**src/common/riscv_pkg.sv**
```systemverilog
package riscv_pkg;

  localparam int xlen = 32;
  localparam logic [xlen-1:0] reset_pc = 32'h0000_0000;
  localparam int imem_awidth = 10;  // Word address, 4 KB
  localparam int dmem_awidth = 10;
  localparam logic [11:0] csr_tohost = 12'h51e;

  localparam logic [6:0] op_lui    = 7'b0110111;
  localparam logic [6:0] op_auipc  = 7'b0010111;
  localparam logic [6:0] op_jal    = 7'b1101111;
  localparam logic [6:0] op_jalr   = 7'b1100111;
  localparam logic [6:0] op_branch = 7'b1100011;
  localparam logic [6:0] op_load   = 7'b0000011;
  localparam logic [6:0] op_store  = 7'b0100011;
  localparam logic [6:0] op_imm    = 7'b0010011;
  localparam logic [6:0] op_reg    = 7'b0110011;
  localparam logic [6:0] op_system = 7'b1110011;

  typedef enum logic [3:0] {
    alu_add, alu_sub, alu_sll, alu_slt, alu_sltu,
    alu_xor, alu_srl, alu_sra, alu_or, alu_and
  } alu_op_e;

  typedef enum logic [1:0] {wb_alu, wb_mem, wb_pc4, wb_csr} wb_sel_e;

  // Instruction formats, MSB first
  typedef struct packed {
    logic [6:0] funct7; logic [4:0] rs2; logic [4:0] rs1;
    logic [2:0] funct3; logic [4:0] rd; logic [6:0] opcode;
  } r_fmt_t;

  typedef struct packed {
    logic [11:0] imm; logic [4:0] rs1; logic [2:0] funct3;
    logic [4:0] rd; logic [6:0] opcode;
  } i_fmt_t;

  typedef struct packed {
    logic [6:0] imm_hi; logic [4:0] rs2; logic [4:0] rs1;
    logic [2:0] funct3; logic [4:0] imm_lo; logic [6:0] opcode;
  } s_fmt_t;

  typedef struct packed {
    logic imm12; logic [5:0] imm10_5; logic [4:0] rs2; logic [4:0] rs1;
    logic [2:0] funct3; logic [3:0] imm4_1; logic imm11; logic [6:0] opcode;
  } b_fmt_t;

  typedef struct packed {
    logic [19:0] imm; logic [4:0] rd; logic [6:0] opcode;
  } u_fmt_t;

  typedef struct packed {
    logic imm20; logic [9:0] imm10_1; logic imm11; logic [7:0] imm19_12;
    logic [4:0] rd; logic [6:0] opcode;
  } j_fmt_t;

  typedef union packed {
    r_fmt_t r_fmt;
    i_fmt_t i_fmt;
    s_fmt_t s_fmt;
    b_fmt_t b_fmt;
    u_fmt_t u_fmt;
    j_fmt_t j_fmt;
  } instr_u;

  typedef struct packed {
    logic       reg_we;
    logic       mem_we;
    logic       mem_rd;
    alu_op_e    alu_op;
    logic       src_a_pc;   // ALU operand A is the PC
    logic       src_b_imm;  // ALU operand B is the immediate
    logic       is_branch;
    logic       is_jal;
    logic       is_jalr;
    logic       csr_we;
    wb_sel_e    wb_sel;
    logic [2:0] funct3;
  } ctrl_t;

  typedef struct packed {
    logic            valid;
    ctrl_t           ctrl;
    logic [xlen-1:0] pc;
    logic [4:0]      rs1_addr;
    logic [4:0]      rs2_addr;
    logic [xlen-1:0] rs1_data;
    logic [xlen-1:0] rs2_data;
    logic [xlen-1:0] imm;
    logic [4:0]      rd;
  } id_ex_t;

  typedef struct packed {
    logic            valid;
    logic            reg_we;
    wb_sel_e         wb_sel;
    logic [2:0]      funct3;
    logic [4:0]      rd;
    logic [xlen-1:0] result;
    logic [xlen-1:0] csr_old;
    logic [1:0]      byte_off;
  } ex_wb_t;

  typedef struct packed {
    logic            taken;
    logic [xlen-1:0] target;
  } redirect_t;

  typedef struct packed {
    logic                   we;
    logic [imem_awidth-1:0] addr;
    logic [xlen-1:0]        data;
  } prog_write_t;

  typedef struct packed {
    logic            we;
    logic [4:0]      rd;
    logic [xlen-1:0] data;
  } wb_t;

endpackage

```
**src/execute/execute_stage.sv**
```systemverilog
module execute_stage import riscv_pkg::*; (
  input  logic            clk,
  input  logic            rst_n,
  input  id_ex_t          id_ex,
  input  wb_t             wb,
  output redirect_t       redirect,
  output logic [xlen-1:0] dmem_addr,
  output logic [xlen-1:0] store_data,
  output logic [3:0]      store_be,
  output ex_wb_t          ex_wb,
  output logic [31:0]     csr,
  output logic            csr_we
);
  ctrl_t           ctrl;
  logic [xlen-1:0] rs1, rs2, op_a, op_b, alu_out, tohost;
  logic            cond;

  assign ctrl = id_ex.ctrl;

  // WB forwarding, x0 is never forwarded
  assign rs1 = (wb.we && wb.rd != 5'd0 && wb.rd == id_ex.rs1_addr) ? wb.data : id_ex.rs1_data;
  assign rs2 = (wb.we && wb.rd != 5'd0 && wb.rd == id_ex.rs2_addr) ? wb.data : id_ex.rs2_data;

  assign op_a = ctrl.src_a_pc ? id_ex.pc : rs1;
  assign op_b = ctrl.src_b_imm ? id_ex.imm : rs2;

  always_comb begin
    case (ctrl.alu_op)
      alu_sub:  alu_out = op_a - op_b;
      alu_sll:  alu_out = op_a << op_b[4:0];
      alu_slt:  alu_out = {{(xlen-1){1'b0}}, $signed(op_a) < $signed(op_b)};
      alu_sltu: alu_out = {{(xlen-1){1'b0}}, op_a < op_b};
      alu_xor:  alu_out = op_a ^ op_b;
      alu_srl:  alu_out = op_a >> op_b[4:0];
      alu_sra:  alu_out = $signed(op_a) >>> op_b[4:0];
      alu_or:   alu_out = op_a | op_b;
      alu_and:  alu_out = op_a & op_b;
      default:  alu_out = op_a + op_b;
    endcase
  end

  always_comb begin
    case (ctrl.funct3)
      3'b000:  cond = rs1 == rs2;
      3'b001:  cond = rs1 != rs2;
      3'b100:  cond = $signed(rs1) < $signed(rs2);
      3'b101:  cond = $signed(rs1) >= $signed(rs2);
      3'b110:  cond = rs1 < rs2;
      3'b111:  cond = rs1 >= rs2;
      default: cond = 1'b0;
    endcase
  end

  assign redirect.taken  = id_ex.valid && (ctrl.is_jal || ctrl.is_jalr ||
                                           (ctrl.is_branch && cond));
  assign redirect.target = ctrl.is_jalr ? {alu_out[xlen-1:1], 1'b0} : alu_out;

  assign dmem_addr  = alu_out;
  assign store_data = rs2;
  assign store_be   = {4{id_ex.valid && ctrl.mem_we}};  // Lane mask comes from mem_align

  // tohost
  assign csr_we = id_ex.valid && ctrl.csr_we;
  assign csr    = csr_we ? alu_out : tohost;

  always_ff @(posedge clk or negedge rst_n) begin
    if (!rst_n) begin
      tohost <= '0;
      ex_wb  <= '0;
    end else begin
      if (csr_we) tohost <= alu_out;
      ex_wb.valid    <= id_ex.valid;
      ex_wb.reg_we   <= ctrl.reg_we;
      ex_wb.wb_sel   <= ctrl.wb_sel;
      ex_wb.funct3   <= ctrl.funct3;
      ex_wb.rd       <= id_ex.rd;
      ex_wb.result   <= (ctrl.wb_sel == wb_pc4) ? id_ex.pc + 32'd4 : alu_out;
      ex_wb.csr_old  <= tohost;
      ex_wb.byte_off <= ctrl.mem_rd ? alu_out[1:0] : 2'b00;
    end
  end

endmodule

```
**config.mk**
```make
export PLATFORM = sky130hd
export DESIGN_NAME = execute_stage
export DESIGN_NICKNAME = d
export VERILOG_FILES = /design/src/common/riscv_pkg.sv /design/src/execute/execute_stage.sv
export SDC_FILE = /design/constraint.sdc
export NUM_CORES = 1
export LEC_CHECK = 0
export BUFFER_PORTS_ARGS = -buffer_cell sky130_fd_sc_hd__buf_2
export CAP_MARGIN = 20
export CORE_MARGIN = 10
export CORE_UTILIZATION = 40
export CTS_CLUSTER_DIAMETER = 120
export DETAILED_ROUTE_END_ITERATION = 10
export GPL_TIMING_DRIVEN = 0
export PLACE_DENSITY_LB_ADDON = 0.1
export SYNTH_ARGS = -nofsm -noshare
export SYNTH_HDL_FRONTEND = slang
export SYNTH_SLANG_ARGS = --single-unit
```
**constraint.sdc**
```tcl
create_clock -name clk -period 9.33 [get_ports clk]
set_input_delay 0 -clock clk [delete_from_list [all_inputs] [get_ports clk]]
set_output_delay 0 -clock clk [all_outputs]
set_load 0.02 [all_outputs]
```
==> metrics.yaml <==
ys_top_cells_by_area: "dfrtp_1 16%, ha_1 9.7%, mux2_2 7.2%, mux2i_1 5.7%, mux4_2 5.2%"
grt_overflow: 0
cts.clk_slew.worst_paths_ps: 60
worstPathArrival_ps: 8850
seqPwrFrac_pct: 20.6
grt_usage_pct: 38.58
drc_errors: 0
drive_gt1_share_pct: 25.91
postSynthAreaPerCell_um2: 7.768
initial_core_util_pct: 40.81
wire_per_inst_um: 32.43
min_path_cells: 3
timing_worst_setup_path_type: "in -> out"
io_pins: 414
r2r-start: "tohost[5]$_DFF_PN0_"
crit_path_end_kind: "primary output"
p_sw_mw: 1.560
p_int_mw: 1.412
cts.path.max_buffers: 2
dieArea_um2: 50540
grt_max_degree: 57
fp-row-count: 74
syn_area_um2: 16780
reg2reg_depth: 2
min_to: "ex_wb[36]$_DFF_PN0_"
fmax_mhz: 113.0
status: "finished clean"
required_ps: 9330
rsz0062_at_grt: "false"
synthTopCellsByCount: "197 x nor2_1, 183 x nand2_1, 155 x inv_1"
dp_hpwl_mm: 84.64
postRouteAntennaNets: 0
final.period_utilization_pct: 94.81
ys_seq_area_share_pct: 16.41
first_global_vias: 20130
skew_ps: 5.029
pwr-share-comb_pct: 66.4
worstSetupStartpoint: "id_ex[153]"
synthFlopType: "dfrtp_1"
coreArea_um2: 41110
syn_inst: 2160
synth_nets: 2494
grt_pass1_wl_mm: 143.4
synth_top_family_by_area: "compound AO/OA/AOI/OAI gates"
finalSetupViolCount: 0
min_period_ps: 8846
drt_iter0_markers: 2869
synth_top_area_share_pct: 16.41
grt_antenna_before_repair: 5
min-delay-start: "id_ex[113]"
synth_cell_types: 90
ys_warn_count: 0
cts_buffers: 9
synthAdderAreaFrac_pct: 9.933
yosys.area_share.simple_pct: 17.93
cts-root-buf: "clkbuf_16"
slew_violations: 0
htree_num_levels: 3
cts_resized: 0
insertion_delay_ps: 360
r2r_slack_ps: 8490
fin_tns_setup_ps: 0
synth-compound-area-share_pct: 25.09
ys_seq_elements: 110
routabilityCongestion: 1.128
synthArstFlopShare_pct: 100.0
yosysMostFrequentCell: "nor2_1"
synth_xor_area_share_pct: 2.923
finalHoldViolCount: 0
maxCapViolations: 0
totalPowerFinal_mw: 2.972
synth_edf_count: 0
slew_headroom_pct: 5.691
vias: 20760
hold_path.class: "in -> reg"
io_buffers: 405
p_sw_share_pct: 52.49
crit_fanout: 10
regToRegEndpoint: "tohost[5]$_DFF_PN0_"
fin_nets: 2934
synth_top_area_cell: "dfrtp_1"
worst_pin_slew_ps: 1415
p_leak_nw: 9.331
cts_tree: "yes"
synth_mux_area_share_pct: 18.84
die_y_um: 224.8
cts_sinks: 110
crit_path_start_kind: "input pin"
die-width_um: 224.8
viasPerCell: 6.612
peakVddDrop_v: 0.0001232
pwr_density_cell_nw_per_um2: 148.3
area_growth_pct: 19.43
drt_pass1_iterations: 6
totalWireLength_mm: 101.8
p_clk_share_pct: 13.0
## cell usage in the layout, fill, tap and decap left out, types with 38 or more instances in the layout
cell type,netlist,routed
nor2_1,197,197
mux2_2,108,108
xnor2_1,43,43
o21ai_0,116,116
buf_4,40,43
nor3_1,50,49
nand3_1,56,56
a21oi_1,149,149
mux2i_1,95,95
clkbuf_1,104,105
buf_2,21,428
nand2_1,183,183
inv_1,155,155
dfrtp_1,110,110
a31oi_1,38,38
ha_1,130,130
mux4_2,39,39
## kinds of logic (layout without fill, tap and decap cells)
family | after synthesis | count (layout)
xor gates and xnor gates | 56 | 56
and+or+nand+nor | 642 | 642
AOI/OAI and AO/OA | 627 | 627
other | 0 | 3
muxes | 250 | 250
adders and majority gates | 132 | 132
DFF | 110 | 110
buffers and inverters | 343 | 788
## repair_timing
action | 4_1_cts | 5_1_grt
buffers inserted | 0 | 0
hold buffers | 16 | 0
hold endpoints to repair | 70 | 0
endpoints found under the setup margin | 0 | 0
## per-layer routing
metal	share of wire, %	track usage (%)
met1	37	45.93
met4	7.2	24.74
met3	12	10.62
met2	44	60.37
met5	0.070	1.172
## critical path: stages
cell and delay [ps]:
clkbuf_1 230, inv_1 240, clkbuf_1 460, buf_1 550, clkbuf_1 640, buf_1 630, clkbuf_1 630, a21boi_0 600
ha_1 430, inv_1 100, fa_1 220, o21bai_1 100, a21oi_1 350, o21ai_0 220, and4_1 290, or2_2 340
a31oi_1 340, o21bai_1 130, a221o_1 350, a21oi_1 440, nor3b_1 930, o21ai_0 350, buf_2 250
## area by class of cell
class / instances / area [µm²]
diodes: 3 / 7.507
plain buffers: 186 / 898.4
clock buffers: 11 / 242.7
clock inverters: 5 / 58.81
fillers: 4145 / 21070
inverters: 157 / 591.8
multi-input cells: 1707 / 12550
flip-flops and latches: 110 / 2753
well taps: 532 / 665.6
repair buffers: 429 / 2268
## metrics by stage
stage               hold slack, ps  worst slack [ps]  util, %  cells  area (µm²)
floorplan                   -295.6              3713        -   2160       16780
global placement             109.3             918.2    47.36   3097       19470
detailed placement           87.54              1070    47.59   3104       19570
CTS                          74.66              1060    48.72   3136       20030
global route                 113.7             583.7    48.74   3139       20040
finish                       88.43             484.1    48.75   3140       20040
## power groups by stage
stage,clock network [mW],registers [mW],logic (mW)
floorplan,0,0.704,1.03
global placement,0,0.617,1.88
detailed placement,0,0.620,1.89
CTS,0.392,0.611,1.90
global route,0.409,0.622,2.05
finish,0.386,0.613,1.97
## worst max-delay path by stage
| stage | end | cells after the start |
|---|---|---|
| 6_report | csr[18] | 23 |
| 5_1_grt | csr[18] | 23 |
| 4_1_cts | csr[21] | 21 |
| 3_5_place_dp | csr[21] | 21 |
| 3_3_place_gp | redirect[28] | 25 |
| 2_1_floorplan | tohost[31]$_DFF_PN0_ | 21 |
## registers in the layout (all words and copies together) (netlist names)
register  cells
tohost       32
ex_wb        78
Power figures use the tool's default switching activity.
