==> config.mk <==
export PLATFORM = sky130hd
export DESIGN_NAME = mem_align
export DESIGN_NICKNAME = d
export VERILOG_FILES = /design/src/common/riscv_pkg.sv /design/src/execute/mem_align.sv
export SDC_FILE = /design/constraint.sdc
export NUM_CORES = 1
export LEC_CHECK = 0
export BUFFER_PORTS_ARGS = -buffer_cell sky130_fd_sc_hd__buf_4
export CORE_MARGIN = 5
export CORE_UTILIZATION = 33
export DETAILED_ROUTE_END_ITERATION = 8
export GPL_TIMING_DRIVEN = 0
export PLACE_DENSITY_LB_ADDON = 0.12
export SETUP_SLACK_MARGIN = 0.2
export SLEW_MARGIN = 5
export SYNTH_ARGS = -nofsm -noshare
export SYNTH_HDL_FRONTEND = slang
export SYNTH_SLANG_ARGS = --single-unit
==> constraint.sdc <==
create_clock -name vclk -period 0.99
set_input_delay 0.099 -clock vclk [all_inputs]
set_output_delay 0.099 -clock vclk [all_outputs]
set_load 0.01 [all_outputs]
==> src/common/riscv_pkg.sv <==
package riscv_pkg;

  localparam int xlen = 32;
  localparam logic [xlen-1:0] reset_pc = 32'h0000_0000;
  localparam int imem_awidth = 10;  // Word address, 4 KB
  localparam int dmem_awidth = 10;
  localparam logic [11:0] csr_tohost = 12'h51e;

  localparam logic [6:0] op_lui    = 7'b0110111;
  localparam logic [6:0] op_auipc  = 7'b0010111;
  localparam logic [6:0] op_jal    = 7'b1101111;
  localparam logic [6:0] op_jalr   = 7'b1100111;
  localparam logic [6:0] op_branch = 7'b1100011;
  localparam logic [6:0] op_load   = 7'b0000011;
  localparam logic [6:0] op_store  = 7'b0100011;
  localparam logic [6:0] op_imm    = 7'b0010011;
  localparam logic [6:0] op_reg    = 7'b0110011;
  localparam logic [6:0] op_system = 7'b1110011;

  typedef enum logic [3:0] {
    alu_add, alu_sub, alu_sll, alu_slt, alu_sltu,
    alu_xor, alu_srl, alu_sra, alu_or, alu_and
  } alu_op_e;

  typedef enum logic [1:0] {wb_alu, wb_mem, wb_pc4, wb_csr} wb_sel_e;

  // Instruction formats, MSB first
  typedef struct packed {
    logic [6:0] funct7; logic [4:0] rs2; logic [4:0] rs1;
    logic [2:0] funct3; logic [4:0] rd; logic [6:0] opcode;
  } r_fmt_t;

  typedef struct packed {
    logic [11:0] imm; logic [4:0] rs1; logic [2:0] funct3;
    logic [4:0] rd; logic [6:0] opcode;
  } i_fmt_t;

  typedef struct packed {
    logic [6:0] imm_hi; logic [4:0] rs2; logic [4:0] rs1;
    logic [2:0] funct3; logic [4:0] imm_lo; logic [6:0] opcode;
  } s_fmt_t;

  typedef struct packed {
    logic imm12; logic [5:0] imm10_5; logic [4:0] rs2; logic [4:0] rs1;
    logic [2:0] funct3; logic [3:0] imm4_1; logic imm11; logic [6:0] opcode;
  } b_fmt_t;

  typedef struct packed {
    logic [19:0] imm; logic [4:0] rd; logic [6:0] opcode;
  } u_fmt_t;

  typedef struct packed {
    logic imm20; logic [9:0] imm10_1; logic imm11; logic [7:0] imm19_12;
    logic [4:0] rd; logic [6:0] opcode;
  } j_fmt_t;

  typedef union packed {
    r_fmt_t r_fmt;
    i_fmt_t i_fmt;
    s_fmt_t s_fmt;
    b_fmt_t b_fmt;
    u_fmt_t u_fmt;
    j_fmt_t j_fmt;
  } instr_u;

  typedef struct packed {
    logic       reg_we;
    logic       mem_we;
    logic       mem_rd;
    alu_op_e    alu_op;
    logic       src_a_pc;   // ALU operand A is the PC
    logic       src_b_imm;  // ALU operand B is the immediate
    logic       is_branch;
    logic       is_jal;
    logic       is_jalr;
    logic       csr_we;
    wb_sel_e    wb_sel;
    logic [2:0] funct3;
  } ctrl_t;

  typedef struct packed {
    logic            valid;
    ctrl_t           ctrl;
    logic [xlen-1:0] pc;
    logic [4:0]      rs1_addr;
    logic [4:0]      rs2_addr;
    logic [xlen-1:0] rs1_data;
    logic [xlen-1:0] rs2_data;
    logic [xlen-1:0] imm;
    logic [4:0]      rd;
  } id_ex_t;

  typedef struct packed {
    logic            valid;
    logic            reg_we;
    wb_sel_e         wb_sel;
    logic [2:0]      funct3;
    logic [4:0]      rd;
    logic [xlen-1:0] result;
    logic [xlen-1:0] csr_old;
    logic [1:0]      byte_off;
  } ex_wb_t;

  typedef struct packed {
    logic            taken;
    logic [xlen-1:0] target;
  } redirect_t;

  typedef struct packed {
    logic                   we;
    logic [imem_awidth-1:0] addr;
    logic [xlen-1:0]        data;
  } prog_write_t;

  typedef struct packed {
    logic            we;
    logic [4:0]      rd;
    logic [xlen-1:0] data;
  } wb_t;

endpackage

==> src/execute/mem_align.sv <==
module mem_align import riscv_pkg::*; (
  input  logic [xlen-1:0] st_data,
  input  logic [2:0]      funct3,
  input  logic [1:0]      byte_off,
  output logic [xlen-1:0] st_word,
  output logic [3:0]      st_be,
  input  logic [xlen-1:0] ld_word,
  input  logic [2:0]      ld_funct3,
  input  logic [1:0]      ld_off,
  output logic [xlen-1:0] ld_data
);
  logic [xlen-1:0] shifted;

  // Store side, data replicated so any lane enable picks it up
  always_comb begin
    case (funct3[1:0])
      2'b00: begin
        st_word = {4{st_data[7:0]}};
        st_be   = 4'b0001 << byte_off;
      end
      2'b01: begin
        st_word = {2{st_data[15:0]}};
        st_be   = 4'b0011 << {byte_off[1], 1'b0};
      end
      default: begin
        st_word = st_data;
        st_be   = 4'b1111;
      end
    endcase
  end

  // Load side
  assign shifted = ld_word >> {ld_off, 3'b000};

  always_comb begin
    case (ld_funct3)
      3'b000:  ld_data = {{24{shifted[7]}}, shifted[7:0]};    // LB
      3'b001:  ld_data = {{16{shifted[15]}}, shifted[15:0]};  // LH
      3'b100:  ld_data = {24'b0, shifted[7:0]};               // LBU
      3'b101:  ld_data = {16'b0, shifted[15:0]};              // LHU
      default: ld_data = shifted;
    endcase
  end

endmodule

==> results of run 1 <==
## power groups by stage
stage / Combinational [uW] / Clock [uW] / Sequential (uW)
final: 2060 / 0 / 0
after global routing: 2140 / 0 / 0
after CTS: 1810 / 0 / 0
after detailed placement: 1370 / 0 / 0
after global placement: 1360 / 0 / 0
after floorplan: 653 / 0 / 0
## per-layer routing
layer / vias up / routed length [um] / GRT usage (%)
met4: 0 / 660 / 13.9
met3: 58 / 1090 / 9.30
met1: 1111 / 3340 / 32.3
met2: 204 / 5210 / 55.7
li1: 988 / - / -
met5: - / 0 / 0
## cell usage after synthesis (all sizes together) (2+ instances only)
cell,instances
a21oi,7
a221oi,7
a22oi,2
buf,18
clkbuf,2
inv,3
mux2,33
mux2i,15
nand2,30
nand3,19
nor2,8
nor2b,3
nor3b,2
o21ai,15
o21bai,4
## what timing repair did
item                       4_1_cts  5_1_grt
cloned                           7        0
setup buffers                   22        2
setup endpoints to repair       60       60
pin swaps                       22       12
gates resized for setup        131       39
## through the flow
| step | setup WS [ns] | hold slack, ns | cell area [um2] | cells |
|---|---|---|---|---|
| after floorplan | -0.0477 | 0.290 | 1400 | 175 |
| after global placement | -0.426 | 0.487 | 2520 | 366 |
| after detailed placement | -0.433 | 0.487 | 2520 | 366 |
| after CTS | -0.349 | 0.480 | 3390 | 395 |
| after global routing | -0.448 | 0.504 | 3610 | 397 |
| final | -0.427 | 0.501 | 3610 | 397 |
## final cells by class
type | count | area [um2]
repair buffers | 172 | 1640
multi-input cells | 152 | 1600
fillers | 142 | 335
plain buffers | 20 | 288
well taps | 50 | 62.6
inverters | 3 | 11.3
## how the worst max path moves through the flow
stage | start | cells past startpoint | to | slack [ns]
5_1_grt | ld_off[1] | 8 | ld_data[30] | -0.45
2_1_floorplan | ld_off[1] | 4 | ld_data[12] | -0.05
4_1_cts | ld_off[1] | 7 | ld_data[29] | -0.35
3_3_place_gp | ld_off[1] | 6 | ld_data[22] | -0.43
6_report | ld_off[1] | 7 | ld_data[13] | -0.43
3_5_place_dp | ld_off[1] | 6 | ld_data[22] | -0.43
## critical path, stage by stage
cell	delay, ns
buf_12	0.11
buf_12	0.13
mux2_4	0.34
a31oi_4	0.22
buf_6	0.17
a21oi_2	0.07
buf_4	0.17
## cell families after synthesis
group | count (synthesis)
xor gates and xnor gates | 1
and+or+nand+nor | 66
buffers and inverters | 23
AOI/OAI and AO/OA | 37
muxes | 48
==> results.cfg, run 1 <==
[routing]
wire_per_inst_um = 25.9
vias = 2361
drc = 0
drt_iter0_drc = 233
dr.pass1.iters = 5
vias_per_cell = 5.95
drtAntennaViolNets = 0
wirelength_mm = 10.3

[place]
portBuffers = 141
hpwlAfterDp_mm = 4.93
gp_congestion = 0.783

[timing]
rsz0062_at_grt = true
relSlewSlack_pct = 67.0
fin_crit_sh_pct = 143
hold_viol_final = 0
period_needed_ns = 1.42
finalSetupViolCount = 44
timing.fmax_ghz = 0.706
setup_slack_ns = -0.427
maxSlewViolCount = 0
setup_tns_ns = -10.37
tightest_slew_ns = 0.495

[grt]
grt_max_degree = 11
grt-ovfl-total = 0
grt_pass1_vias = 2522
track_usage_pct = 30.7
antenna_found_initial = 0
grt_pass1_wl_mm = 13.0

[pwr]
powerDensity_nw_per_um2 = 570
internal_power_uw = 1150
seqPwrFrac_pct = 0
power.switching_uw = 906
ir_worst_vdd_v = 0.000414
pwr-share-comb_pct = 100.0
power.leakage_uw = 0.00186
clock_power_share_pct = 0
swShare_pct = 44.0
power_uw = 2060

[cells_and_area]
nets = 423
diodes = 0
num-clock-buffers = 0
seq_cell_count = 0
final_common_cell = buf_4
drive_above_1_share_pct = 84.1
syn2layout_area_growth_pct = 172
regArea_um2 = 0
fin_util_pct = 91.5
mostFrequentLayoutCells = 125 x buf_4, 42 x buf_6, 24 x mux2_4

[yosys]
ys_seq_area_share_pct = 0
yosys-top-cells-area = mux2_2 26%, mux2i_1 11%, nand2_1 8.5%, nand3_2 7.6%, buf_4 6.2%
syn_inst = 175
synth_simple_gate_area_share_pct = 28.4
synth_top_cell_by_area = mux2_2
synth_compound_area_share_pct = 19.5
syn_area_um2 = 1320
yosys.area_share.adder_pct = 0
synth_top_area_share_pct = 25.5
synth_top_family_by_area = multiplexers
synthXorXnorAreaFrac_pct = 0.662
synthMuxAreaShare_pct = 39.7
avgSynthCellArea_um2 = 7.56
synthDistinctLibCells = 34
synth_nets = 249
yosys_warnings = 0

[worst_hold_path]
min_to = st_word[25]
min_path_type = input pin to output port
worstHoldStart = st_data[25]
hold_depth = 4

[critical_path]
critPathKind = input pin to output port
arrival_ns = 1.32
cp-start-kind = input pin
critPathRequiredTime_ns = 0.89
cp_max_fo = 5
endpoint_kind = output port

[floorplan]
die_h_um = 73.3
start_util_pct = 33.6
rows = 23
dieArea_um2 = 5380
coreArea_um2 = 3940
die_w_um = 73.3
ios = 142

[run]
drv_cap = 0

[run_status]
violations = negative setup slack
status = finished, violations left

[cts]
holdBufCountCts = 0
(Power assumes the default switching activity.)
==> run 2: changes to the inputs <==
--- a/config.mk
+++ b/config.mk
@@ -6,6 +6,7 @@
 export NUM_CORES = 1
 export LEC_CHECK = 0
 export BUFFER_PORTS_ARGS = -buffer_cell sky130_fd_sc_hd__buf_4
+export CORE_ASPECT_RATIO = 0.75
 export CORE_MARGIN = 5
 export CORE_UTILIZATION = 33
 export DETAILED_ROUTE_END_ITERATION = 8
==> results.cfg, run 2 (synthesis results as in run 1) <==
[run_status]
status = finished, violations left
violations = negative setup slack

[pwr]
power.switching_uw = 830
pwr-share-comb_pct = 100.0
ir_worst_vdd_v = 0.000356
swShare_pct = 43.5
power.leakage_uw = 0.00178
powerDensity_nw_per_um2 = 558
internal_power_uw = 1080
clock_power_share_pct = 0
power_uw = 1910
seqPwrFrac_pct = 0

[grt]
grt-ovfl-total = 0
antenna_found_initial = 0
grt_pass1_vias = 2411
track_usage_pct = 29.6
grt_max_degree = 11
grt_pass1_wl_mm = 12.8

[timing]
maxSlewViolCount = 0
fin_crit_sh_pct = 143
relSlewSlack_pct = 63.6
setup_slack_ns = -0.426
period_needed_ns = 1.42
hold_viol_final = 0
finalSetupViolCount = 42
setup_tns_ns = -11.11
tightest_slew_ns = 0.545
timing.fmax_ghz = 0.706
rsz0062_at_grt = true

[run]
drv_cap = 0

[floorplan]
die_w_um = 83.1
dieArea_um2 = 5390
ios = 142
die_h_um = 64.9
coreArea_um2 = 3950
start_util_pct = 33.5
rows = 20

[cells_and_area]
num-clock-buffers = 0
nets = 415
syn2layout_area_growth_pct = 158
seq_cell_count = 0
regArea_um2 = 0
design_area_um2 = 3420
drive_above_1_share_pct = 82.6
final_common_cell = buf_4
final_cells = 394
fill_cells = 208
mostFrequentLayoutCells = 117 x buf_4, 43 x buf_6, 24 x nand2_1
diodes = 0

[worst_hold_path]
hold_depth = 3
min_path_type = input pin to output port

[routing]
drt_iter0_drc = 174
drtAntennaViolNets = 0
dr.pass1.iters = 4
vias = 2229
wire_per_inst_um = 22.4
wirelength_mm = 8.84
drc = 0
vias_per_cell = 5.66

[place]
hpwlAfterDp_mm = 5.16
place_inst = 371
placed_area_um2 = 2530
portBuffers = 141
gp_congestion = 0.817

[critical_path]
cp-start-kind = input pin
critPathRequiredTime_ns = 0.89
endpoint_kind = output port
cp_cell_sequence = buf_8 -> buf_12 -> buf_8 -> and3b_2 -> a22oi_4 -> buf_12 -> buf_8 -> nand3_4 -> buf_6
slowest_stage = and3b_2
cp_common_cell = buf_8
cp-endpoint = ld_data[16]
critPathLaunch = ld_off[1]
critPathKind = input pin to output port
slowest_delay_ns = 0.24
arrival_ns = 1.32
cp_max_fo = 5

[cts]
holdBufCountCts = 0
-- run 2: cell types whose count changed in the layout (fill, tap and decap cells not counted), sizes merged --
cell  delta
buf      -8
-- run 2: what timing repair did --
item                       in CTS  in global routing
hold endpoints to repair        0                  0
pin swaps                      15                  7
gates resized for setup       129                 20
cloned                          5                  0
setup endpoints to repair      60                 60
setup buffers                  15                  3
-- run 2: worst min-delay path by stage --
stage / start / endpoint
floorplan: st_data[0] / st_word[0]
global placement: st_data[5] / st_word[5]
detailed placement: st_data[5] / st_word[5]
CTS: st_data[30] / st_word[30]
global route: st_data[31] / st_word[31]
finish: byte_off[1] / st_be[1]
-- run 2: layer usage --
layer	global-route usage [%]	share of wire, %
met2	51.8	48
met3	7.37	9.6
met5	0	0
met1	36.6	40
met4	7.35	3.1
-- run 2: layout make-up --
cell class	instances	area (um2)	share of cell area (%)
well taps	55	68.8	2.01
repair buffers	164	1550	45.4
multi-input cells	152	1520	44.4
inverters	3	11.3	0.329
plain buffers	20	269	7.86
-- run 2: metrics by stage --
step | utilization (%) | hold WS [ns] | worst slack [ns]
finish | 86.5 | 0.491 | -0.426
global route | 86.5 | 0.494 | -0.453
CTS | 83.0 | 0.481 | -0.386
detailed placement | 64.0 | 0.486 | -0.428
global placement | 64.0 | 0.487 | -0.429
floorplan | - | 0.290 | -0.0477
-- run 2: power by group through the flow --
stage / Combinational (uW) / Sequential (uW) / Clock, uW
finish: 1910 / 0 / 0
global route: 1990 / 0 / 0
CTS: 1750 / 0 / 0
detailed placement: 1370 / 0 / 0
global placement: 1360 / 0 / 0
floorplan: 653 / 0 / 0
-- run 2: critical path: cells and delay by family --
kind / cells / cell delay [ns]
AOI/OAI and AO/OA: 1 / 0.17
buffers and inverters: 6 / 0.72
and+or+nand+nor: 2 / 0.32
