File: config.mk
export PLATFORM = sky130hd
export DESIGN_NAME = fetch_unit
export DESIGN_NICKNAME = d
export VERILOG_FILES = /design/src/common/riscv_pkg.sv /design/src/fetch/fetch_unit.sv
export SDC_FILE = /design/constraint.sdc
export NUM_CORES = 1
export LEC_CHECK = 0
export ABC_AREA = 1
export ABC_CLOCK_PERIOD_IN_PS = 2000
export BUFFER_PORTS_ARGS = -buffer_cell sky130_fd_sc_hd__buf_2
export CORE_MARGIN = 1
export CORE_UTILIZATION = 35
export DETAILED_ROUTE_END_ITERATION = 7
export PLACE_DENSITY_LB_ADDON = 0.12
export SYNTH_ARGS = -nofsm -noshare
export SYNTH_HDL_FRONTEND = slang
export SYNTH_SLANG_ARGS = --single-unit
File: constraint.sdc
create_clock -name clk -period 2 [get_ports clk]
set_clock_uncertainty 0.1 [all_clocks]
set_input_delay 0.1 -clock clk [delete_from_list [all_inputs] [get_ports clk]]
set_output_delay 0.1 -clock clk [all_outputs]
set_load 0.02 [all_outputs]
File: src/common/riscv_pkg.sv
package riscv_pkg;

  localparam int xlen = 32;
  localparam logic [xlen-1:0] reset_pc = 32'h0000_0000;
  localparam int imem_awidth = 10;  // Word address, 4 KB
  localparam int dmem_awidth = 10;
  localparam logic [11:0] csr_tohost = 12'h51e;

  localparam logic [6:0] op_lui    = 7'b0110111;
  localparam logic [6:0] op_auipc  = 7'b0010111;
  localparam logic [6:0] op_jal    = 7'b1101111;
  localparam logic [6:0] op_jalr   = 7'b1100111;
  localparam logic [6:0] op_branch = 7'b1100011;
  localparam logic [6:0] op_load   = 7'b0000011;
  localparam logic [6:0] op_store  = 7'b0100011;
  localparam logic [6:0] op_imm    = 7'b0010011;
  localparam logic [6:0] op_reg    = 7'b0110011;
  localparam logic [6:0] op_system = 7'b1110011;

  typedef enum logic [3:0] {
    alu_add, alu_sub, alu_sll, alu_slt, alu_sltu,
    alu_xor, alu_srl, alu_sra, alu_or, alu_and
  } alu_op_e;

  typedef enum logic [1:0] {wb_alu, wb_mem, wb_pc4, wb_csr} wb_sel_e;

  // Instruction formats, MSB first
  typedef struct packed {
    logic [6:0] funct7; logic [4:0] rs2; logic [4:0] rs1;
    logic [2:0] funct3; logic [4:0] rd; logic [6:0] opcode;
  } r_fmt_t;

  typedef struct packed {
    logic [11:0] imm; logic [4:0] rs1; logic [2:0] funct3;
    logic [4:0] rd; logic [6:0] opcode;
  } i_fmt_t;

  typedef struct packed {
    logic [6:0] imm_hi; logic [4:0] rs2; logic [4:0] rs1;
    logic [2:0] funct3; logic [4:0] imm_lo; logic [6:0] opcode;
  } s_fmt_t;

  typedef struct packed {
    logic imm12; logic [5:0] imm10_5; logic [4:0] rs2; logic [4:0] rs1;
    logic [2:0] funct3; logic [3:0] imm4_1; logic imm11; logic [6:0] opcode;
  } b_fmt_t;

  typedef struct packed {
    logic [19:0] imm; logic [4:0] rd; logic [6:0] opcode;
  } u_fmt_t;

  typedef struct packed {
    logic imm20; logic [9:0] imm10_1; logic imm11; logic [7:0] imm19_12;
    logic [4:0] rd; logic [6:0] opcode;
  } j_fmt_t;

  typedef union packed {
    r_fmt_t r_fmt;
    i_fmt_t i_fmt;
    s_fmt_t s_fmt;
    b_fmt_t b_fmt;
    u_fmt_t u_fmt;
    j_fmt_t j_fmt;
  } instr_u;

  typedef struct packed {
    logic       reg_we;
    logic       mem_we;
    logic       mem_rd;
    alu_op_e    alu_op;
    logic       src_a_pc;   // ALU operand A is the PC
    logic       src_b_imm;  // ALU operand B is the immediate
    logic       is_branch;
    logic       is_jal;
    logic       is_jalr;
    logic       csr_we;
    wb_sel_e    wb_sel;
    logic [2:0] funct3;
  } ctrl_t;

  typedef struct packed {
    logic            valid;
    ctrl_t           ctrl;
    logic [xlen-1:0] pc;
    logic [4:0]      rs1_addr;
    logic [4:0]      rs2_addr;
    logic [xlen-1:0] rs1_data;
    logic [xlen-1:0] rs2_data;
    logic [xlen-1:0] imm;
    logic [4:0]      rd;
  } id_ex_t;

  typedef struct packed {
    logic            valid;
    logic            reg_we;
    wb_sel_e         wb_sel;
    logic [2:0]      funct3;
    logic [4:0]      rd;
    logic [xlen-1:0] result;
    logic [xlen-1:0] csr_old;
    logic [1:0]      byte_off;
  } ex_wb_t;

  typedef struct packed {
    logic            taken;
    logic [xlen-1:0] target;
  } redirect_t;

  typedef struct packed {
    logic                   we;
    logic [imem_awidth-1:0] addr;
    logic [xlen-1:0]        data;
  } prog_write_t;

  typedef struct packed {
    logic            we;
    logic [4:0]      rd;
    logic [xlen-1:0] data;
  } wb_t;

endpackage

File: src/fetch/fetch_unit.sv
module fetch_unit import riscv_pkg::*; (
  input  logic            clk,
  input  logic            rst_n,
  input  logic            run,
  input  redirect_t       redirect,
  output logic [xlen-1:0] pc,
  output logic [xlen-1:0] if_pc,
  output logic            if_valid
);

  always_ff @(posedge clk or negedge rst_n) begin
    if (!rst_n) begin
      pc       <= reset_pc;
      if_valid <= 1'b0;
    end else if (!run) begin
      pc       <= reset_pc;  // Restart from the top on the next run
      if_valid <= 1'b0;
    end else begin
      pc       <= redirect.taken ? redirect.target : pc + 32'd4;
      // Word fetched this cycle is wrong-path when EX redirects
      if_valid <= !redirect.taken;
    end
  end

  // Follows the imem read latency
  always_ff @(posedge clk) begin
    if_pc <= pc;
  end

endmodule

==> results of run 1 <==
[report_power, final]
part / internal, mW / total, mW / switching (mW)
logic: 0.157 / 0.380 / 0.223
registers: 1.38 / 1.45 / 0.0646
clock network: 0.503 / 0.970 / 0.467
[logic make-up (layout without fill, tap and decap cells)]
group | after synthesis | count (layout) | share of synthesized area
buffers and inverters | 33 | 178 | 0.0473
and+or+nand+nor | 216 | 216 | 0.371
AOI/OAI and AO/OA | 18 | 18 | 0.0365
DFF | 65 | 65 | 0.528
adders and majority gates | 1 | 1 | 0.00451
xor gates and xnor gates | 4 | 4 | 0.0126
[metrics by stage]
step / std cells / hold WS (ps) / setup WS, ps / instance area (µm²)
finish: 584 / 31.6 / 387 / 3890
CTS: 584 / 27.1 / 370 / 3890
detailed placement: 537 / 136 / 399 / 3400
global placement: 537 / 139 / 440 / 3400
floorplan: 337 / -296 / 380 / 2780
global route: 584 / 38.7 / 271 / 3890
[Yosys cell counts (all sizes together)]
cell type / number / area, µm²
nand2: 133 / 551
nor2: 50 / 310
dfrtp: 33 / 826
dfxtp: 32 / 641
nand3: 30 / 150
inv: 28 / 105
o21ai: 13 / 65.1
a22o: 3 / 26.3
clkbuf: 3 / 11.3
xor2: 3 / 26.3
a21oi: 2 / 10.0
buf: 2 / 15.0
or2: 2 / 12.5
and2: 1 / 6.26
ha: 1 / 12.5
xnor2: 1 / 8.76
[routing by layer]
layer  vias to the layer above  track usage  routed length, µm
li1                       1330            -                  -
met1                      1143        0.234               3410
met2                        61        0.289               3070
met3                        11       0.0452                315
met4                         0       0.0648                 94
met5                         -            0                  0
[worst register-to-register path: cells and delay by family, from the launching register on]
family,cells,cell delay [ps]
simple gates,7,730
fa+ha+maj,1,240
flops,1,420
[flip-flops by register name, indices dropped and copies added (netlist names)]
register,count
if_pc,32
pc,32
if_valid,1
[cell type report]
type                            instances  area, µm²
Clock buffer                           13        159
Clock inverter                          1       5.00
Fill cell                             808       3790
Inverter                               28        105
Multi-Input combinational cell        239       1180
Sequential cell                        65       1470
Tap cell                              102        128
Timing Repair Buffer                  136        853
[timing repair]
| item | CTS | global route |
|---|---|---|
| hold endpoints to repair | 65 | 0 |
| hold buffers | 33 | 0 |
| gates resized for setup | 0 | 0 |
[worst min-delay path by stage]
stage | end | slack (ps) | cells past startpoint
after floorplan | if_valid | -300 | 0
after global placement | pc[29] | 140 | 1
after detailed placement | if_valid | 140 | 1
after CTS | if_valid | 30 | 3
after global routing | if_valid | 40 | 3
final | if_valid | 30 | 3
==> metrics.log, run 1 <==
[metrics] result of the run: finished, final reports clean
[metrics] combined area of all synthesized cells: 2780 µm²
[metrics] destination of the worst register-to-register timing path: pc[14]
[metrics] worst-case reg-to-reg path depth: 8
[metrics] layout cell share with drive strength beyond 1: 0.293
[metrics] total clock sinks: 65
[metrics] Routability Congestion: 0.831
[metrics] slowest CP cell: sky130_fd_sc_hd__dfrtp_1
[metrics] sequential cell area fraction in the yosys report: 0.528
[metrics] first-pass GRT wire length: 11,600 µm
[metrics] critical path class: flop to flop
[metrics] leakage dissipation: 2.05 nW
[metrics] Final setup violation count: 0
[metrics] worst-case headroom to the max-slew limit: 0.471
[metrics] number of antenna violations at the first check in global routing: 0
[metrics] post-synthesis register bit count: 65
[metrics] horizontal die dimension: 91.1 µm
[metrics] number of setup buffers added after CTS: 0
[metrics] Max clock buf depth: 2
[metrics] most frequent cells in the layout: sky130_fd_sc_hd__nand2_1, sky130_fd_sc_hd__buf_2, sky130_fd_sc_hd__nor2_1
[metrics] start of the worst register-to-register path: pc[2]
[metrics] Die Area: 8290 µm²
[metrics] overflow left after global routing: 0
[metrics] count of different cell masters after synthesis: 23
[metrics] number of remaining DRC errors: 0
[metrics] count of max-cap constraint violations: 0
[metrics] WP data required: 2130 ps
[metrics] Worst Setup Start Kind: flop
[metrics] timing startpoint of the critical path: pc[2]
[metrics] number of antenna-violating nets in the routed design: 0
[metrics] average wire per cell in the routed design: 11.8 µm
[metrics] cells after synthesis: 337
[metrics] count of H-tree levels built during CTS: 3
[metrics] Tightest Hold Check Type: input port to flop
[metrics] Final Hold Fails: 0
[metrics] largest stage delay on the critical path: 420 ps
[metrics] final count of pins violating max slew: 0
[metrics] Num CTS Buffers: 9
[metrics] commonest non-fill, non-tap cell in the layout: sky130_fd_sc_hd__nand2_1
[metrics] IO Count: 101
[metrics] area added between synthesis and finish: 40.3%
[metrics] mean instance size in the synthesized netlist: 8.24 µm²
[metrics] drt first pass iters: 4
[metrics] Max Fanout on Critical Path: 5
[metrics] Worst R2R Setup Slack: 390 ps
[metrics] final HPWL from detailed placement: 4990 µm
[metrics] Die H: 91.1 µm
[metrics] worst setup path endpoint: pc[14]
[metrics] Diodes inserted: 0
[metrics] via total after detailed routing: 2,545
[metrics] post-layout util: 0.507
[metrics] pwr dens: 718 nW/µm²
[metrics] overall track demand over capacity in global routing: 0.180
[metrics] minimum clock period: 1610 ps
[metrics] TNS Setup: 0 ps
[metrics] effective utilization at floorplan: 0.361
[metrics] power after layout: 2.80 mW
[metrics] transition time at the pin with the least slew margin: 793 ps
[metrics] period utilisation layout: 0.806
[metrics] total wire length: 6890 µm
[metrics] vias per cell: 4.36
[metrics] core region area: 7690 µm²
[metrics] number of logic stages on the critical path including buffering: 8
[metrics] Ys Warns: 0
[metrics] Max IR drop VDD: 0.000292 V
[metrics] Net Count, Synth: 374
[metrics] vias in the first global route: 2,458
[metrics] category of cells accounting for the largest share of critical-path delay: simple AND/OR/NAND/NOR gates
[metrics] CTS tree: done
[metrics] Clk pin slew, worst setup/hold paths: 70 ps
[metrics] setup repair after global routing missed its margin: no
[metrics] largest net degree at the start of global routing: 34
[metrics] hold_sp: redirect[32]
[metrics] number of placement rows: 32
[metrics] Max Freq: 620 MHz
[metrics] combined buffer and inverter count along the critical path: 0
[metrics] number of nets in the final layout: 516
[metrics] clock latency on the worst-skew pair: 340 ps
[metrics] Buffers on Ports: 100
[metrics] number of DRC markers in iteration 0: 54
[metrics] worst endpoint data arrival time: 1740 ps
[metrics] Critical Path, Cell by Cell: ha_1, nand2_2, nor2_8, nand2_8, nor2_4, or2_2, nand3_1, nand2_1
[metrics] clk root buf: sky130_fd_sc_hd__clkbuf_8
[metrics] endpoint kind of the worst setup timing path: flop
No activity file was read; power rests on OpenSTA's default activity.
==> run 2, diff against run 1 <==
--- a/config.mk
+++ b/config.mk
@@ -5,8 +5,8 @@
 export SDC_FILE = /design/constraint.sdc
 export NUM_CORES = 1
 export LEC_CHECK = 0
-export ABC_AREA = 1
-export ABC_CLOCK_PERIOD_IN_PS = 2000
+export ABC_AREA = 0
+export ABC_CLOCK_PERIOD_IN_PS = 1470
 export BUFFER_PORTS_ARGS = -buffer_cell sky130_fd_sc_hd__buf_2
 export CORE_MARGIN = 1
 export CORE_UTILIZATION = 35
==> constraint.sdc (replaced) <==
create_clock -name clk -period 1.47 [get_ports clk]
set_clock_uncertainty 0.1 [all_clocks]
set_input_delay 0.0735 -clock clk [delete_from_list [all_inputs] [get_ports clk]]
set_output_delay 0.0735 -clock clk [all_outputs]
set_load 0.02 [all_outputs]
==> run 2 against run 1 <==
Effect of this change: the flow now finishes with violations (negative setup slack); clock power is 35% higher; maximum frequency is 5.5% lower; worst setup slack worse by 620 ps; synthesized cell count is 27% lower; non-clock buffer count is 58 higher; register-to-register slack worse by 620 ps; core utilization is 10 points higher; largest cell class unchanged.
==> metrics.log, run 2 <==
[metrics] count of H-tree levels built during CTS: 3 (unchanged)
[metrics] switching power of the nets: 1.14 mW (+51%)
[metrics] number of antenna violations at the first check in global routing: 0 (unchanged)
[metrics] hold_sp: run
[metrics] Max Fanout on Critical Path: 5 (unchanged)
[metrics] total wire length: 7910 µm (+15%)
[metrics] number of synthesized flops with an enable pin: 0 (unchanged)
[metrics] Die H: 88.6 µm (-2.7%)
[metrics] combinational power share: 0.194 (+0.058)
[metrics] overflow left after global routing: 0 (unchanged)
[metrics] start of the worst register-to-register path: pc[2]
[metrics] average wire per cell in the routed design: 14.6 µm (+24%)
[metrics] commonest non-fill, non-tap cell in the layout: sky130_fd_sc_hd__buf_2
[metrics] largest net degree at the start of global routing: 34 (unchanged)
[metrics] result of the run: finished with violations
[metrics] Worst Setup Start Kind: flop
[metrics] endpoint kind of the worst setup timing path: flop
[metrics] period utilisation layout: 1.16 (+0.354)
[metrics] count of max-cap constraint violations: 0 (unchanged)
[metrics] area added between synthesis and finish: 67.5%
[metrics] number of nets in the final layout: 475 (-7.9%)
[metrics] cells after synthesis: 247 (-27%)
[metrics] pwr dens: 922 nW/µm² (+28%)
[metrics] worst setup margin: -236 ps (-623 ps)
[metrics] setup repair after global routing missed its margin: yes
[metrics] number of DRC markers in iteration 0: 89 (+65%)
[metrics] first-pass GRT wire length: 12,300 µm (+5.7%)
[metrics] worst-case reg-to-reg path depth: 7 (-1)
[metrics] Num CTS Buffers: 9 (unchanged)
[metrics] minimum clock period: 1710 ps (+93.2 ps)
[metrics] fraction of synthesis flops using an asynchronous set or reset pin: 0.508 (unchanged)
[metrics] number of antenna-violating nets in the routed design: 0 (unchanged)
[metrics] clk root buf: sky130_fd_sc_hd__clkbuf_8
[metrics] Net Count, Synth: 284 (-24%)
[metrics] clock latency on the worst-skew pair: 340 ps (about the same)
[metrics] vias per cell: 4.98 (+14%)
[metrics] WP data required: 1580 ps (-550 ps)
[metrics] most frequent cells in the layout: sky130_fd_sc_hd__buf_2, sky130_fd_sc_hd__buf_4, sky130_fd_sc_hd__dlygate4sd3_1
[metrics] final-layout worst hold slack: 26.3 ps (-5.22 ps)
[metrics] vias in the first global route: 2,540 (+3.3%)
[metrics] post-layout util: 0.607 (+0.100)
[metrics] worst endpoint data arrival time: 1820 ps (+80 ps)
[metrics] Routability Congestion: 0.749 (-9.9%)
[metrics] switching power as a share of total power: 0.281 (+0.0116)
[metrics] count leader, synth: sky130_fd_sc_hd__dfrtp_1
[metrics] category of cells accounting for the largest share of critical-path delay: simple AND/OR/NAND/NOR gates
[metrics] Post-synth top cells: sky130_fd_sc_hd__dfrtp_1, sky130_fd_sc_hd__dfxtp_1, sky130_fd_sc_hd__o21ai_0
[metrics] IO Count: 101 (unchanged)
[metrics] slowest CP cell: sky130_fd_sc_hd__dfrtp_2
[metrics] Hold Crit Depth: 3 (unchanged)
[metrics] Final Hold Fails: 0 (unchanged)
[metrics] post-synthesis register bit count: 65 (unchanged)
[metrics] worst-case headroom to the max-slew limit: 0.691 (+0.220)
[metrics] total clock sinks: 65 (unchanged)
[metrics] Max IR drop VDD: 0.000457 V (+57%)
[metrics] Diodes inserted: 0 (unchanged)
[metrics] Ys Warns: 0 (unchanged)
[metrics] drt first pass iters: 4 (unchanged)
[metrics] mean instance size in the synthesized netlist: 10.6 µm² (+29%)
[metrics] Max Freq: 586 MHz (-5.5%)
[metrics] number of placement rows: 31 (-3.1%)
[metrics] sequential power share: 0.483 (-0.035)
[metrics] sequential cell area fraction in the yosys report: 0.558 (+0.0299)
[metrics] Tightest Hold Check Type: input port to flop
[metrics] destination of the worst register-to-register timing path: pc[18]
[metrics] count of different cell masters after synthesis: 39 (+70%)
[metrics] power after layout: 4.06 mW (+45%)
[metrics] horizontal die dimension: 88.6 µm (-2.7%)
[metrics] leakage dissipation: 2.16 nW (+5.7%)
[metrics] top cells by area in the synthesized netlist: sky130_fd_sc_hd__dfrtp_1, sky130_fd_sc_hd__dfxtp_1, sky130_fd_sc_hd__xnor2_1
[metrics] layout cell share with drive strength beyond 1: 0.481 (+0.188)
[metrics] final count of pins violating max slew: 0 (unchanged)
[metrics] CTS tree: done
[metrics] transition time at the pin with the least slew margin: 463 ps (-330 ps)
[metrics] failing checks: negative setup slack
[metrics] Final setup violation count: 20 (+20)
[metrics] internal cell power: 2.91 mW (+43%)
[metrics] Endpoint, Worst Hold: pc[24]
[metrics] largest stage delay on the critical path: 390 ps (-30 ps)
[metrics] core region area: 7250 µm² (-5.6%)
[metrics] Critical Path, Cell by Cell: ha_4, nand4_1, buf_6, nor4_4, buf_4, xnor2_2, a21oi_1
[metrics] Worst R2R Setup Slack: -240 ps (-620 ps)
[metrics] area share of the largest cell type after synthesis: 0.314 (+0.0169)
[metrics] Die Area: 7860 µm² (-5.2%)
[metrics] critical path class: flop to flop
[metrics] final HPWL from detailed placement: 5170 µm (+3.7%)
[metrics] Clk pin slew, worst setup/hold paths: 60 ps (about the same)
[metrics] combined buffer and inverter count along the critical path: 2 (+2)
[metrics] overall track demand over capacity in global routing: 0.207 (+0.0271)
[metrics] combined area of all synthesized cells: 2630 µm² (-5.4%)
[metrics] via total after detailed routing: 2,699 (+6.1%)
[metrics] top flop regs: if_pc x32, pc x32, if_valid x1
[metrics] effective utilization at floorplan: 0.362 (+0.00109)
[metrics] Max clock buf depth: 2 (unchanged)
[metrics] Buffers on Ports: 100 (unchanged)
[metrics] largest area contributor in the synthesized netlist: sky130_fd_sc_hd__dfrtp_1
[metrics] number of remaining DRC errors: 0 (unchanged)
[metrics] power share of the clock group: 0.324 (-0.023)
[metrics] leading register cell type out of synthesis: sky130_fd_sc_hd__dfrtp_1
-- run 2: cell types whose count changed after synthesis, sizes merged, moves of 9 or more --
| cell | previous run | this run |
|---|---|---|
| nand2 | 133 | 12 |
| nor2 | 50 | 6 |
| inv | 28 | 6 |
| nand3 | 30 | 10 |
| nor3 | 0 | 11 |
| nor2b | 0 | 10 |
| xnor2 | 1 | 11 |
| clkbuf | 3 | 12 |
-- run 2: layer usage --
metal / wire length (µm) / global-route usage
met5: 0 / 0
met1: 3600 / 0.265
met2: 3900 / 0.351
met4: 89 / 0.0748
met3: 331 / 0.0354
-- run 2: tightest hold or removal path, cell delays in order --
cell and delay (ps):
sky130_fd_sc_hd__buf_2 160, sky130_fd_sc_hd__o21ai_0 130, sky130_fd_sc_hd__nor3_2 50
-- run 2: timing repair --
item,CTS,global route
gates resized for setup,20,10
endpoints found under the setup margin,22,25
hold endpoints to repair,65,0
hold buffers,36,0
cloned,1,0
pin swaps,22,9
buffers inserted,2,3
-- run 2: layout make-up --
class	count	area [µm²]
clock buffer	15	156
clock inverter	1	5.00
fill	642	2850
inverter	7	26.3
multi-input combinational	161	1260
sequential	65	1490
tap	99	124
timing repair buffer	194	1340
-- run 2: logic make-up (layout without fill, tap and decap cells) --
family | Yosys count | in the layout | synth area share
muxes | 3 | 3 | 0.0114
AOI/OAI and AO/OA | 53 | 53 | 0.142
and+or+nand+nor | 92 | 92 | 0.213
buffers and inverters | 21 | 217 | 0.0309
DFF | 65 | 65 | 0.558
adders and majority gates | 1 | 1 | 0.00476
xor gates and xnor gates | 12 | 12 | 0.0400
-- run 2: metrics by stage --
stage	setup TNS [ps]	instances	instance area, µm²	worst slack, ps
floorplan	-4010	247	2720	-407
global placement	-2690	486	3690	-278
detailed placement	-3150	486	3690	-291
CTS	-2830	541	4340	-225
global route	-4870	542	4400	-322
finish	-3340	542	4400	-236
-- run 2: power by group through the flow --
| stage | clock network [mW] | logic (mW) | registers (mW) |
|---|---|---|---|
| after floorplan | 0 | 0.167 | 2.18 |
| after global placement | 0 | 0.691 | 1.99 |
| after detailed placement | 0 | 0.696 | 1.99 |
| after CTS | 1.34 | 0.782 | 1.96 |
| after global routing | 1.40 | 0.852 | 1.97 |
| final | 1.31 | 0.785 | 1.96 |
-- run 2: worst max-delay path by stage --
stage                     start      to  cells past startpoint
final                     pc[2]  pc[18]                      7
after global routing      pc[3]  pc[20]                      6
after CTS                 pc[2]  pc[20]                      6
after detailed placement  pc[3]  pc[20]                      6
after global placement    pc[3]  pc[30]                      7
after floorplan           pc[3]  pc[20]                      5
